==> config.mk <==
export PLATFORM = sky130hd
export DESIGN_NAME = ifu_top
export DESIGN_NICKNAME = d
export VERILOG_FILES = /design/src/common/rv_isa_pkg.sv /design/src/common/fetch_pkg.sv /design/src/fetch/wb_fetch.sv /design/src/fetch/instr_align.sv /design/src/verilog/rvc_expand.sv /design/src/verilog/base_check.sv /design/src/verilog/instr_merge.sv /design/src/verilog/ifu_top.sv
export VERILOG_INCLUDE_DIRS = /design/src /design/src/common
export SDC_FILE = /design/constraint.sdc
export NUM_CORES = 1
export LEC_CHECK = 0
export BUFFER_PORTS_ARGS = -buffer_cell sky130_fd_sc_hd__buf_2
export CELL_PAD_IN_SITES_DETAIL_PLACEMENT = 1
export CELL_PAD_IN_SITES_GLOBAL_PLACEMENT = 2
export CORE_AREA = 2 2 127 253
export CTS_CLUSTER_SIZE = 40
export DETAILED_ROUTE_END_ITERATION = 16
export DIE_AREA = 0 0 129 255
export PLACE_DENSITY = 0.77
export RECOVER_POWER = 50
export SYNTH_ARGS = -nofsm -noshare
export SYNTH_HDL_FRONTEND = slang
export SYNTH_HIERARCHICAL = 1
export SYNTH_SLANG_ARGS = --single-unit
==> constraint.sdc <==
create_clock -name clk -period 4.8 [get_ports clk]
set_input_delay 0.48 -clock clk [delete_from_list [all_inputs] [get_ports clk]]
set_output_delay 0.48 -clock clk [all_outputs]
set_load 0.05 [all_outputs]
==> src/common/ifu_defs.svh <==
`ifndef IFU_DEFS_SVH
`define IFU_DEFS_SVH

// byte address of the first instruction fetch after reset
`define IFU_RESET_PC 32'h0000_0000

// instruction and bus data width
`define IFU_XLEN 32

// wishbone byte address width
`define IFU_ADDR_W 32

`endif

==> src/common/rv_isa_pkg.sv <==
package rv_isa_pkg;

  // major opcodes of the base integer ISA, full 7-bit encodings
  typedef enum logic [6:0] {
    LOAD     = 7'b000_0011,
    MISC_MEM = 7'b000_1111,
    OP_IMM   = 7'b001_0011,
    AUIPC    = 7'b001_0111,
    STORE    = 7'b010_0011,
    OP       = 7'b011_0011,
    LUI      = 7'b011_0111,
    BRANCH   = 7'b110_0011,
    JALR     = 7'b110_0111,
    JAL      = 7'b110_1111,
    SYSTEM   = 7'b111_0011
  } opcode_e;

  // raw 32-bit instruction word
  typedef logic [31:0] inst_t;

  typedef logic [2:0] funct3_t;

  // R-type view of an instruction, the other formats share funct3/rd/opcode
  typedef struct packed {
    logic [6:0] funct7;
    logic [4:0] rs2;
    logic [4:0] rs1;
    funct3_t    funct3;
    logic [4:0] rd;
    logic [6:0] opcode;
  } inst_fields_t;

endpackage

==> src/common/fetch_pkg.sv <==
`include "ifu_defs.svh"

package fetch_pkg;

  // one word as read from instruction memory
  typedef struct packed {
    logic [`IFU_ADDR_W-1:0] addr;
    logic [`IFU_XLEN-1:0]   data;
  } fetch_word_t;

  // one instruction cut out by the aligner, upper half unused when compressed
  typedef struct packed {
    rv_isa_pkg::inst_t      bits;
    logic [`IFU_ADDR_W-1:0] pc;
    logic                   is_compressed;
  } inst_slot_t;

  typedef struct packed {
    rv_isa_pkg::inst_t inst;
    logic              zc_err;
  } expand_res_t;

  typedef struct packed {
    logic illegal;
  } check_res_t;

  // record handed to the decoder
  typedef struct packed {
    logic [`IFU_ADDR_W-1:0] pc;
    rv_isa_pkg::inst_t      inst;
    logic                   is_compressed;
    logic                   illegal;
  } dec_inst_t;

  typedef enum logic [1:0] {IDLE, BUS, HOLD} fetch_state_e;

endpackage

==> src/fetch/wb_fetch.sv <==
`timescale 1ns/1ns
`include "ifu_defs.svh"

module wb_fetch (
  input  logic                   clk,
  input  logic                   rst_n,
  output logic                   wb_cyc,
  output logic                   wb_stb,
  output logic                   wb_we,
  output logic [`IFU_ADDR_W-1:0] wb_adr,
  input  logic [`IFU_XLEN-1:0]   wb_dat_r,
  input  logic                   wb_ack,
  output logic                   word_valid,
  input  logic                   word_ready,
  output fetch_pkg::fetch_word_t word
);

  fetch_pkg::fetch_state_e state;
  fetch_pkg::fetch_state_e state_nxt;
  logic [`IFU_ADDR_W-1:0]  fetch_adr;
  fetch_pkg::fetch_word_t  hold_q;

  // HOLD means the holding register is full, no bus cycle until it drains
  always_comb begin
    state_nxt = state;
    case (state)
      fetch_pkg::IDLE: state_nxt = fetch_pkg::BUS;
      fetch_pkg::BUS: begin
        if (wb_ack) state_nxt = fetch_pkg::HOLD;
      end
      fetch_pkg::HOLD: begin
        if (word_ready) state_nxt = fetch_pkg::BUS;
      end
      default: state_nxt = fetch_pkg::IDLE;
    endcase
  end

  always_ff @(posedge clk or negedge rst_n) begin
    if (!rst_n) begin
      state     <= fetch_pkg::IDLE;
      fetch_adr <= `IFU_RESET_PC;
    end else begin
      state <= state_nxt;
      if (state == fetch_pkg::BUS && wb_ack) fetch_adr <= fetch_adr + `IFU_ADDR_W'(4);
    end
  end

  // word and its address are taken in the ack cycle
  always_ff @(posedge clk) begin
    if (state == fetch_pkg::BUS && wb_ack) begin
      hold_q.data <= wb_dat_r;
      hold_q.addr <= fetch_adr;
    end
  end

  assign wb_cyc     = (state == fetch_pkg::BUS);
  assign wb_stb     = (state == fetch_pkg::BUS);
  assign wb_we      = 1'b0;
  assign wb_adr     = fetch_adr;
  assign word_valid = (state == fetch_pkg::HOLD);
  assign word       = hold_q;

  // classic cycle: request must not move until the slave answers
  property p_req_stable;
    @(posedge clk) disable iff (!rst_n)
      (wb_stb && !wb_ack) |=> (wb_stb && $stable(wb_adr));
  endproperty
  a_req_stable: assert property (p_req_stable);

endmodule

==> src/fetch/instr_align.sv <==
`timescale 1ns/1ns
`include "ifu_defs.svh"

module instr_align (
  input  logic                   clk,
  input  logic                   rst_n,
  input  logic                   word_valid,
  output logic                   word_ready,
  input  fetch_pkg::fetch_word_t word,
  output logic                   slot_valid,
  input  logic                   slot_ready,
  output fetch_pkg::inst_slot_t  slot
);

  // the current word stays in the fetch holding register until consumed,
  // only the upper leftover halfword is kept here
  logic [15:0]            lo_hw;
  logic                   lo_valid;
  logic [`IFU_ADDR_W-1:0] lo_pc;
  logic                   lo_is_rvc;
  logic                   word_lo_rvc;
  logic                   slot_fire;
  logic                   word_fire;

  assign lo_is_rvc   = (lo_hw[1:0] != 2'b11);
  assign word_lo_rvc = (word.data[1:0] != 2'b11);
  assign slot_fire   = slot_valid && slot_ready;
  assign word_fire   = word_valid && word_ready;

  always_comb begin
    slot_valid         = word_valid;
    word_ready         = slot_ready;
    slot.bits          = word.data;
    slot.pc            = word.addr;
    slot.is_compressed = word_lo_rvc;
    if (lo_valid && lo_is_rvc) begin
      // leftover is a whole compressed instruction, word untouched
      slot_valid         = 1'b1;
      word_ready         = 1'b0;
      slot.bits          = {16'h0000, lo_hw};
      slot.pc            = lo_pc;
      slot.is_compressed = 1'b1;
    end else if (lo_valid) begin
      // 32-bit instruction crossing the word boundary
      slot.bits          = {word.data[15:0], lo_hw};
      slot.pc            = lo_pc;
      slot.is_compressed = 1'b0;
    end
  end

  // a consumed word leaves its upper half behind unless a 32-bit
  // instruction starting at the word base used all of it
  always_ff @(posedge clk or negedge rst_n) begin
    if (!rst_n) begin
      lo_valid <= 1'b0;
    end else if (slot_fire) begin
      lo_valid <= word_fire ? (lo_valid || word_lo_rvc) : 1'b0;
    end
  end

  always_ff @(posedge clk) begin
    if (word_fire) begin
      lo_hw <= word.data[31:16];
      lo_pc <= word.addr + `IFU_ADDR_W'(2);
    end
  end

  property p_pc_aligned;
    @(posedge clk) disable iff (!rst_n)
      slot_valid |-> (slot.pc[0] == 1'b0);
  endproperty
  a_pc_aligned: assert property (p_pc_aligned);

endmodule

==> src/verilog/rvc_expand.sv <==
`timescale 1ns/1ns

module rvc_expand (
  input  fetch_pkg::inst_slot_t  slot,
  output fetch_pkg::expand_res_t res
);

  logic [15:0]       c;
  rv_isa_pkg::inst_t inst;
  logic              zc_err;

  assign c = slot.bits[15:0];

  always_comb begin
    inst   = slot.bits;
    zc_err = 1'b0;
    if (slot.is_compressed) begin
      case (c[1:0])
        // quadrant 0
        2'b00: begin
          case (c[15:13])
            3'b000: begin
              // c.addi4spn, zero immediate is reserved
              inst = {2'b0, c[10:7], c[12:11], c[5], c[6], 2'b00, 5'h02, 3'b000,
                      2'b01, c[4:2], rv_isa_pkg::OP_IMM};
              if (c[12:5] == 8'b0) zc_err = 1'b1;
            end
            3'b010: begin
              inst = {5'b0, c[5], c[12:10], c[6], 2'b00, 2'b01, c[9:7], 3'b010,
                      2'b01, c[4:2], rv_isa_pkg::LOAD};
            end
            3'b100: begin
              // zcb loads and stores
              case (c[12:10])
                3'b000: inst = {10'b0, c[5], c[6], 2'b01, c[9:7], 3'b100, 2'b01, c[4:2],
                                rv_isa_pkg::LOAD};
                3'b001: inst = {10'b0, c[5], 1'b0, 2'b01, c[9:7], c[6] ? 3'b001 : 3'b101,
                                2'b01, c[4:2], rv_isa_pkg::LOAD};
                3'b010: inst = {7'b0, 2'b01, c[4:2], 2'b01, c[9:7], 3'b000, 3'b0, c[5], c[6],
                                rv_isa_pkg::STORE};
                3'b011: begin
                  inst = {7'b0, 2'b01, c[4:2], 2'b01, c[9:7], 3'b001, 3'b0, c[5], 1'b0,
                          rv_isa_pkg::STORE};
                  if (c[6]) zc_err = 1'b1;
                end
                default: zc_err = 1'b1;
              endcase
            end
            3'b110: begin
              inst = {5'b0, c[5], c[12], 2'b01, c[4:2], 2'b01, c[9:7], 3'b010,
                      c[11:10], c[6], 2'b00, rv_isa_pkg::STORE};
            end
            // odd rows are reserved
            default: zc_err = 1'b1;
          endcase
        end
        // quadrant 1, register checks left to the decoder
        2'b01: begin
          case (c[15:13])
            3'b000: inst = {{6{c[12]}}, c[12], c[6:2], c[11:7], 3'b0, c[11:7],
                            rv_isa_pkg::OP_IMM};
            // c.jal links x1, c.j links x0
            3'b001, 3'b101: inst = {c[12], c[8], c[10:9], c[6], c[7], c[2], c[11], c[5:3],
                                    {9{c[12]}}, 4'b0, ~c[15], rv_isa_pkg::JAL};
            3'b010: inst = {{6{c[12]}}, c[12], c[6:2], 5'b0, 3'b0, c[11:7],
                            rv_isa_pkg::OP_IMM};
            3'b011: begin
              inst = {{15{c[12]}}, c[6:2], c[11:7], rv_isa_pkg::LUI};
              // rd x2 turns c.lui into c.addi16sp
              if (c[11:7] == 5'h02) begin
                inst = {{3{c[12]}}, c[4:3], c[5], c[2], c[6], 4'b0, 5'h02, 3'b000, 5'h02,
                        rv_isa_pkg::OP_IMM};
              end
              if ({c[12], c[6:2]} == 6'b0) zc_err = 1'b1;
            end
            3'b100: begin
              case (c[11:10])
                2'b00, 2'b01: begin
                  // srli or srai, shamt[5] set is reserved on rv32
                  inst = {1'b0, c[10], 5'b0, c[6:2], 2'b01, c[9:7], 3'b101, 2'b01, c[9:7],
                          rv_isa_pkg::OP_IMM};
                  if (c[12]) zc_err = 1'b1;
                end
                2'b10: inst = {{6{c[12]}}, c[12], c[6:2], 2'b01, c[9:7], 3'b111, 2'b01,
                               c[9:7], rv_isa_pkg::OP_IMM};
                default: begin
                  case ({c[12], c[6:5]})
                    3'b000: inst = {7'b010_0000, 2'b01, c[4:2], 2'b01, c[9:7], 3'b000,
                                    2'b01, c[9:7], rv_isa_pkg::OP};
                    3'b001: inst = {7'b0, 2'b01, c[4:2], 2'b01, c[9:7], 3'b100, 2'b01,
                                    c[9:7], rv_isa_pkg::OP};
                    3'b010: inst = {7'b0, 2'b01, c[4:2], 2'b01, c[9:7], 3'b110, 2'b01,
                                    c[9:7], rv_isa_pkg::OP};
                    3'b011: inst = {7'b0, 2'b01, c[4:2], 2'b01, c[9:7], 3'b111, 2'b01,
                                    c[9:7], rv_isa_pkg::OP};
                    // c.mul
                    3'b110: inst = {7'b1, 2'b01, c[4:2], 2'b01, c[9:7], 3'b000, 2'b01,
                                    c[9:7], rv_isa_pkg::OP};
                    3'b111: begin
                      // zext.b and not, the zbb forms are not supported
                      case (c[4:2])
                        3'b000: inst = {12'h0ff, 2'b01, c[9:7], 3'b111, 2'b01, c[9:7],
                                        rv_isa_pkg::OP_IMM};
                        3'b101: inst = {12'hfff, 2'b01, c[9:7], 3'b100, 2'b01, c[9:7],
                                        rv_isa_pkg::OP_IMM};
                        default: zc_err = 1'b1;
                      endcase
                    end
                    default: zc_err = 1'b1;
                  endcase
                end
              endcase
            end
            // beqz and bnez, funct3 bit 0 comes from c[13]
            default: inst = {{4{c[12]}}, c[6:5], c[2], 5'b0, 2'b01, c[9:7], 2'b00, c[13],
                             c[11:10], c[4:3], c[12], rv_isa_pkg::BRANCH};
          endcase
        end
        // quadrant 2
        default: begin
          case (c[15:13])
            3'b000: begin
              inst = {7'b0, c[6:2], c[11:7], 3'b001, c[11:7], rv_isa_pkg::OP_IMM};
              if (c[12]) zc_err = 1'b1;
            end
            3'b010: begin
              inst = {4'b0, c[3:2], c[12], c[6:4], 2'b00, 5'h02, 3'b010, c[11:7],
                      rv_isa_pkg::LOAD};
              if (c[11:7] == 5'b0) zc_err = 1'b1;
            end
            3'b100: begin
              if (c[6:2] != 5'b0) begin
                // mv when c[12] is clear, otherwise add
                inst = {7'b0, c[6:2], c[12] ? c[11:7] : 5'b0, 3'b0, c[11:7], rv_isa_pkg::OP};
              end else if (!c[12]) begin
                inst = {12'b0, c[11:7], 3'b0, 5'b0, rv_isa_pkg::JALR};
                if (c[11:7] == 5'b0) zc_err = 1'b1;
              end else if (c[11:7] == 5'b0) begin
                inst = {12'h001, 5'b0, 3'b0, 5'b0, rv_isa_pkg::SYSTEM};
              end else begin
                inst = {12'b0, c[11:7], 3'b000, 5'b00001, rv_isa_pkg::JALR};
              end
            end
            3'b110: begin
              inst = {4'b0, c[8:7], c[12], c[6:2], 5'h02, 3'b010, c[11:9], 2'b00,
                      rv_isa_pkg::STORE};
            end
            default: zc_err = 1'b1;
          endcase
        end
      endcase
    end
  end

  assign res.inst   = inst;
  assign res.zc_err = zc_err;

endmodule

==> src/verilog/base_check.sv <==
`timescale 1ns/1ns

module base_check (
  input  fetch_pkg::inst_slot_t slot,
  output fetch_pkg::check_res_t res
);

  rv_isa_pkg::inst_fields_t f;
  logic                     illegal;

  assign f = slot.bits;

  always_comb begin
    case (f.opcode)
      rv_isa_pkg::LOAD:   illegal = (f.funct3 == 3'd3) || (f.funct3 >= 3'd6);
      rv_isa_pkg::STORE:  illegal = (f.funct3 > 3'd2);
      rv_isa_pkg::BRANCH: illegal = (f.funct3 == 3'd2) || (f.funct3 == 3'd3);
      rv_isa_pkg::JALR:   illegal = (f.funct3 != 3'd0);
      // funct3 of these is decoded further down the pipe
      rv_isa_pkg::MISC_MEM,
      rv_isa_pkg::OP_IMM,
      rv_isa_pkg::AUIPC,
      rv_isa_pkg::OP,
      rv_isa_pkg::LUI,
      rv_isa_pkg::JAL,
      rv_isa_pkg::SYSTEM: illegal = 1'b0;
      default:            illegal = 1'b1;
    endcase
  end

  assign res.illegal = illegal;

endmodule

==> src/verilog/instr_merge.sv <==
`timescale 1ns/1ns

module instr_merge (
  input  logic                   clk,
  input  logic                   rst_n,
  input  logic                   slot_valid,
  output logic                   slot_ready,
  input  fetch_pkg::inst_slot_t  slot,
  input  fetch_pkg::expand_res_t exp_res,
  input  fetch_pkg::check_res_t  chk_res,
  output logic                   out_valid,
  input  logic                   out_ready,
  output fetch_pkg::dec_inst_t   out_inst
);

  fetch_pkg::dec_inst_t rec;

  always_comb begin
    rec.pc            = slot.pc;
    rec.is_compressed = slot.is_compressed;
    rec.inst          = slot.is_compressed ? exp_res.inst : slot.bits;
    rec.illegal       = slot.is_compressed ? exp_res.zc_err : chk_res.illegal;
  end

  // single slice, refills in the cycle it drains
  assign slot_ready = !out_valid || out_ready;

  always_ff @(posedge clk or negedge rst_n) begin
    if (!rst_n) out_valid <= 1'b0;
    else if (slot_ready) out_valid <= slot_valid;
  end

  always_ff @(posedge clk) begin
    if (slot_valid && slot_ready) out_inst <= rec;
  end

  property p_out_hold;
    @(posedge clk) disable iff (!rst_n)
      (out_valid && !out_ready) |=> (out_valid && $stable(out_inst));
  endproperty
  a_out_hold: assert property (p_out_hold);

endmodule

==> src/verilog/ifu_top.sv <==
`timescale 1ns/1ns
`include "ifu_defs.svh"

module ifu_top (
  input  logic                   clk,
  input  logic                   rst_n,
  output logic                   wb_cyc,
  output logic                   wb_stb,
  output logic                   wb_we,
  output logic [`IFU_ADDR_W-1:0] wb_adr,
  input  logic [`IFU_XLEN-1:0]   wb_dat_r,
  input  logic                   wb_ack,
  output logic                   out_valid,
  input  logic                   out_ready,
  output fetch_pkg::dec_inst_t   out_inst
);

  logic                   word_valid;
  logic                   word_ready;
  fetch_pkg::fetch_word_t word;
  logic                   slot_valid;
  logic                   slot_ready;
  fetch_pkg::inst_slot_t  slot;
  fetch_pkg::expand_res_t exp_res;
  fetch_pkg::check_res_t  chk_res;

  wb_fetch u_fetch (
    .clk       (clk),
    .rst_n     (rst_n),
    .wb_cyc    (wb_cyc),
    .wb_stb    (wb_stb),
    .wb_we     (wb_we),
    .wb_adr    (wb_adr),
    .wb_dat_r  (wb_dat_r),
    .wb_ack    (wb_ack),
    .word_valid(word_valid),
    .word_ready(word_ready),
    .word      (word)
  );

  instr_align u_align (
    .clk       (clk),
    .rst_n     (rst_n),
    .word_valid(word_valid),
    .word_ready(word_ready),
    .word      (word),
    .slot_valid(slot_valid),
    .slot_ready(slot_ready),
    .slot      (slot)
  );

  // expander and checker both look at every slot, merge picks one
  rvc_expand u_expand (
    .slot(slot),
    .res (exp_res)
  );

  base_check u_check (
    .slot(slot),
    .res (chk_res)
  );

  instr_merge u_merge (
    .clk       (clk),
    .rst_n     (rst_n),
    .slot_valid(slot_valid),
    .slot_ready(slot_ready),
    .slot      (slot),
    .exp_res   (exp_res),
    .chk_res   (chk_res),
    .out_valid (out_valid),
    .out_ready (out_ready),
    .out_inst  (out_inst)
  );

endmodule

==> results of run 1 <==
## area by class of cell
| type | count | area [um^2] | area share, % |
|---|---|---|---|
| inverters | 25 | 93.8 | 0.708 |
| multi-input cells | 720 | 5040 | 38.0 |
| flip-flops and latches | 210 | 6140 | 46.3 |
| well taps | 423 | 529 | 3.99 |
| clock inverters | 10 | 91.3 | 0.689 |
| clock buffers | 28 | 572 | 4.31 |
| repair buffers | 167 | 800 | 6.03 |
## sequential cells by signal, summed over array words and instances, names as in the netlist
register and flops:
u_fetch/wb_adr 30, u_merge/out_inst 66, u_fetch/word 62, u_align/lo_pc 32
u_align/lo_hw 16, u_align/lo_valid 1, u_merge/out_valid 1, u_fetch/state 2
## cells by family after synthesis
kind of cell | count (synthesis) | synth area share (%)
AND/OR/NAND/NOR | 313 | 14.6
AO/OA/AOI/OAI | 242 | 13.6
flip-flops | 210 | 52.5
buffers and inverters | 102 | 4.27
multiplexers | 99 | 10.3
XOR/XNOR | 59 | 4.49
adder cells (fa/ha/maj) | 2 | 0.214
other | 1 | 0.0321
## per-stage QoR
| step | power (uW) | cells |
|---|---|---|
| 3_5_place_dp | 7740 | 1545 |
| 3_3_place_gp | 7730 | 1545 |
| 5_1_grt | 9770 | 1583 |
| 2_1_floorplan | 6360 | 1032 |
| 4_1_cts | 9430 | 1583 |
| 6_report | 9340 | 1583 |
## where the power goes
part,total [uW],internal [uW],switching [uW]
clock network,1630,903,729
logic,4750,1400,3350
registers,2960,2680,277
## routing by layer
metal | share of wire, % | vias up
li1 | - | 4094
met1 | 42 | 4689
met2 | 48 | 343
met3 | 5.2 | 82
met4 | 4.2 | 0
met5 | 0 | -
## critical path, delay by kind of cell (launching register included)
family	cells	cell delay (ns)
DFF	1	0.89
buffers and inverters	2	1.00
and+or+nand+nor	2	0.85
muxes	1	0.27
AOI/OAI and AO/OA	3	0.75
## final timing paths
kind	slack, ns	endpoint	startpoint	cells after the start
min in group asynchronous	0.51	u_fetch/wb_adr[29]	rst_n	1
worst max-delay path	0.76	u_merge/out_inst[29]	u_align/lo_valid	8
worst max register to register	0.76	u_merge/out_inst[29]	u_align/lo_valid	8
worst min-delay path	0.12	u_fetch/word[6]	wb_dat_r[6]	1
max in group asynchronous	3.01	u_align/lo_valid	rst_n	1
worst min register to register	0.45	u_align/lo_hw[10]	u_fetch/word[26]	0
## placed cells by master (no fill, tap or decap), types with 6 or more instances in the layout
master	instances
mux2_4	30
o22ai_1	8
nor2_1	61
mux2_2	48
mux2i_1	21
and3_1	6
nor4_1	8
buf_4	29
o211ai_1	13
a21oi_1	53
a221oi_1	13
nand3_1	40
nor3_1	27
a211oi_1	6
xor2_1	25
nand2b_1	14
nor2b_1	8
edfxtp_1	176
nand2_1	83
buf_2	38
nand4_1	16
clkbuf_1	104
clkbuf_16	21
a22oi_1	8
dfrtp_1	33
inv_1	24
o21ai_0	65
a31oi_1	12
xnor2_1	33
and2_1	8
==> results.txt, run 1 <==
Crit Path Max Fanout -> 44
dpl ws -> 0.955 ns
Distinct cells, synth -> 81
kind of critical path -> reg -> reg
Post-CTS Hold Buffers -> 0
initial antenna violation count -> 0
H-tree depth -> 1
setup TNS -> 0 ns
post-route cell area -> 13300 um^2
Top FF cell, synth -> edfxtp_1
drt wl/cell -> 25.3 um
actual slew at the worst max-slew pin -> 3.33 ns
Yosys top cell by area -> edfxtp_1
Core Rows -> 92
DP Area -> 12800 um^2
CP max stage cell -> dfrtp_2
first-pass GRT wire length -> 60300 um
# IOs -> 138
Root Buffer -> clkbuf_16
Slew Viols, Final -> 99
share of cells above drive strength 1 -> 17.3%
global-route met2 utilization -> 40.5%
GR Util met3 -> 2.74%
Initial DRC Count -> 640
mapped cell area -> 11700 um^2
RSZ-0062 raised after global routing -> false
Worst setup EP type -> flip-flop
async set-or-reset flop fraction in the synthesized netlist -> 16.2%
Max Fclk -> 247 MHz
critical-path cell list -> clkbuf_1, a21boi_1, or2_2, buf_12, nand2_1, a22oi_1, o21ai_0, mux2_4
WHS -> 0.119 ns
GR Overflow Total -> 0
All-Layer GR Usage -> 24.3%
worst skew pair latency -> 0.54 ns
Max clock buf depth -> 3
TritonRoute pass-1 iters -> 5
area share of the largest cell type after synthesis -> 45.2%
PostCTS Resize Cnt -> 0
failing checks -> capacitance limit, slew limit
die area -> 32900 um^2
Final setup viols -> 0
PortBufs -> 134
TritonCTS Buffers -> 21
Die Y -> 255 um
pwr dens -> 704 nW/um^2
DR DRC count -> 0
antenna-violating nets left -> 0
pin count of the biggest net entering global routing -> 67
clock sinks -> 210
routed vias -> 9208
Total Wirelength -> 40000 um
Gate Count Post-Synth -> 1028
crit share post-route -> 84.2%
Seq cells post-synth -> 210
Ant. Diodes -> 0
met1 global-route usage -> 31.9%
Die Wd -> 129 um
drt via density -> 5.82
status -> complete, but fails checks
Max Cap Viol -> 2
clk slew on worst S/H paths -> 0.06 ns
Final Worst Setup Slack -> 0.757 ns
Layout area overhead -> 13.6%
Lkg Pwr -> 0.00478 uW
Worst path max stage delay -> 0.89 ns
Startpoint Class -> flip-flop
Initial Utilization -> 37.4%
ranking of synthesized cells by area -> edfxtp_1 45%, dfrtp_1 7.3%, mux2_2 4.6%
fin util -> 42.5%
Syn. warnings -> 6
post-DP HPWL -> 27900 um
critical path required time -> 5.08 ns
Avg Inst Size Synth -> 11.4 um^2
post-synthesis sequential area ratio -> 52.5%
setup repair bufs after CTS -> 0
post-route minimum period -> 4.04 ns
GPL Wtd Cong -> 0.936
Core Footprint -> 31200 um^2
final net count -> 1183
final hold vios -> 0
Clock Skew -> 0.0311 ns
min-delay worst type -> in -> reg
slew margin rel. -> -122%
TritonCTS clock tree -> yes
Fill cells -> 3460
GRT busiest layer -> met2
count leader, synth -> edfxtp_1
maximum VDD drop -> 374 uV
Post-synth EDFFs -> 176
CP arrival -> 4.32 ns
vias in the first global route -> 9490
most frequent cells after synthesis -> 176 x edfxtp_1, 83 x nand2_1, 65 x o21ai_0
(Power assumes the default switching activity.)
==> run 2, diff against run 1 <==
CORE_AREA = 2 2 133 264   (was 2 2 127 253)
DIE_AREA = 0 0 135 266   (was 0 0 129 255)
PLACE_DENSITY = 0.74   (was 0.77)
clock period = 3.5 ns   (was 4.8 ns; I/O delays follow)
==> run 2 against run 1 <==
  * The flow still finishes with violations (capacitance limit, slew limit)
  * Sequential cell count stayed put
  * Largest cell class unchanged
  * Total power rose by 48%
  * Clock power increased by 37%
==> results.txt, run 2 (same netlist as run 1, synthesis figures left out) <==
status -> complete, but fails checks (unchanged)
failing checks -> capacitance limit, slew limit (unchanged)
pin count of the biggest net entering global routing -> 64 (was 67)
post-route minimum period -> 3.32 ns (was 4.04 ns)
Largest Register -> u_merge/out_inst (unchanged)
setup TNS -> 0 ns (unchanged)
min-delay worst type -> in -> reg (unchanged)
initial antenna violation count -> 0 (unchanged)
Startpoint Class -> flip-flop (unchanged)
worst skew pair latency -> 0.53 ns (was 0.54 ns)
fin util -> 42.0% (was 42.5%)
Die Y -> 266 um (was 255 um)
Fill cells -> 3867 (was 3460)
Final setup viols -> 0 (unchanged)
Die Wd -> 135 um (was 129 um)
CP max stage cell -> dfrtp_4 (was dfrtp_2)
Max clock buf depth -> 3 (unchanged)
setup repair bufs after CTS -> 0 (unchanged)
PortBufs -> 134 (unchanged)
CP most frequent cell -> buf_4
routed vias -> 9808 (was 9208)
Reg power frac -> 29.3% (was 31.7%)
All-Layer GR Usage -> 26.8% (was 24.3%)
slew margin rel. -> -40.7% (was -122%)
TritonCTS Buffers -> 22 (was 21)
post-DP HPWL -> 37200 um (was 27900 um)
RSZ-0062 raised after global routing -> false (unchanged)
most frequent cells in the layout -> 176 x edfxtp_1, 114 x buf_4, 97 x clkbuf_1 (was 176 x edfxtp_1, 104 x clkbuf_1, 83 x nand2_1)
Lkg Pwr -> 0.00538 uW (was 0.00478 uW)
critical path required time -> 3.77 ns (was 5.08 ns)
Total Wirelength -> 48100 um (was 40000 um)
TritonRoute pass-1 iters -> 5 (unchanged)
max reg flops -> 66 (unchanged)
actual slew at the worst max-slew pin -> 2.11 ns (was 3.33 ns)
Max Cap Viol -> 1 (was 2)
clock sinks -> 210 (unchanged)
P_int -> 7320 uW (was 4990 uW)
most common cell after layout, fill and taps aside -> edfxtp_1 (unchanged)
Worst setup EP type -> flip-flop (unchanged)
# IOs -> 138 (unchanged)
die area -> 35900 um^2 (was 32900 um^2)
Core Rows -> 96 (was 92)
dpl ws -> 0.187 ns (was 0.955 ns)
antenna-violating nets left -> 0 (unchanged)
Worst path max stage delay -> 0.56 ns (was 0.89 ns)
CP arrival -> 3.59 ns (was 4.32 ns)
critical-path cell list -> buf_4, mux2_2, buf_4, nor4_1, o21ai_0, buf_4, a311oi_1, o21ai_0, mux2_4 (was clkbuf_1, a21boi_1, or2_2, buf_12, nand2_1, a22oi_1, o21ai_0, mux2_4)
Layout area overhead -> 22.8% (was 13.6%)
Net Sw Power -> 6460 uW (was 4360 uW)
Slew Viols, Final -> 42 (was 99)
maximum VDD drop -> 676 uV (was 374 uV)
Clock Skew -> 0.0124 ns (was 0.0311 ns)
Clk pwr share -> 16.3% (was 17.5%)
pwr dens -> 961 nW/um^2 (was 704 nW/um^2)
Core Footprint -> 34100 um^2 (was 31200 um^2)
Pwr Total -> 13800 uW (was 9340 uW)
Combinational Power Share -> 54.4% (was 50.9%)
TritonCTS clock tree -> yes (unchanged)
drt wl/cell -> 28.0 um (was 25.3 um)
vias in the first global route -> 10500 (was 9490)
DR DRC count -> 0 (unchanged)
drt via density -> 5.71 (was 5.82)
Initial DRC Count -> 563 (was 640)
share of cells above drive strength 1 -> 23.2% (was 17.3%)
Net Sw Frac -> 46.9% (was 46.6%)
Crit Path Max Fanout -> 17 (was 44)
Initial Utilization -> 34.2% (was 37.4%)
GPL Wtd Cong -> 1.00 (was 0.936)
Ant. Diodes -> 0 (unchanged)
Root Buffer -> clkbuf_16 (unchanged)
clk slew on worst S/H paths -> 0.06 ns (about the same)
Max Fclk -> 301 MHz (was 247 MHz)
final net count -> 1300 (was 1183)
final hold vios -> 0 (unchanged)
kind of critical path -> reg -> reg (unchanged)
crit share post-route -> 94.8% (was 84.2%)
Final Worst Setup Slack -> 0.181 ns (was 0.757 ns)
H-tree depth -> 1 (unchanged)
first-pass GRT wire length -> 69900 um (was 60300 um)
GR Overflow Total -> 0 (unchanged)
r2r setup slk -> 0.18 ns (was 0.76 ns)
run 2: power groups by stage:
stage | logic (uW) | clock network (uW) | registers (uW)
3_5_place_dp | 7490 | 0 | 4090
6_report | 7510 | 2240 | 4040
4_1_cts | 7540 | 2300 | 4040
3_3_place_gp | 7500 | 0 | 4060
2_1_floorplan | 3550 | 0 | 5170
5_1_grt | 7820 | 2390 | 4110
run 2: routing by layer:
layer	vias to the layer above	part of all wire, %	global-route usage (%)
li1	4339	-	-
met1	4947	32	24.9
met2	348	56	52.0
met3	174	3.6	3.04
met4	0	8.9	19.9
met5	-	0	0
run 2: critical path: cells and delay by family, from the launching register on:
family / cells / cell delay (ns)
AO/OA/AOI/OAI: 3 / 0.82
multiplexers: 2 / 0.74
buffers and inverters: 3 / 0.59
flip-flops: 1 / 0.56
AND/OR/NAND/NOR: 1 / 0.34
run 2: per-stage QoR:
stage	hold WS [ns]	cells	cell area [um^2]
after floorplan	0.0544	1032	11700
after global placement	0.432	1657	13600
after detailed placement	0.435	1657	13600
after CTS	0.00161	1718	14500
after global routing	0.00640	1719	14300
final	0.0127	1719	14300
run 2: worst paths after layout:
path,start,end,depth (start not counted)
min in group asynchronous,rst_n,u_fetch/wb_adr[29],2
hold reg to reg,u_fetch/word[28],u_align/lo_hw[12],0
hold / removal,wb_dat_r[0],u_fetch/word[0],1
max in group asynchronous,rst_n,u_align/lo_valid,2
setup reg to reg,u_align/lo_valid,u_merge/out_inst[7],9
setup / recovery,u_align/lo_valid,u_merge/out_inst[7],9
run 2: area by class of cell:
type                    count  area (um^2)  share of cell area (%)
clock inverters            14         91.3                   0.637
clock buffers              26          587                    4.09
inverters                  25         93.8                   0.654
flip-flops and latches    210         6140                    42.8
repair buffers            283         1830                    12.8
well taps                 441          552                    3.85
multi-input cells         720         5050                    35.2
run 2: what timing repair did:
item / 4_1_cts / 5_1_grt
endpoints found under the setup margin: 0 / 1
hold buffers: 21 / 1
endpoints found under the hold margin: 54 / 1
gates resized for setup: 0 / 1
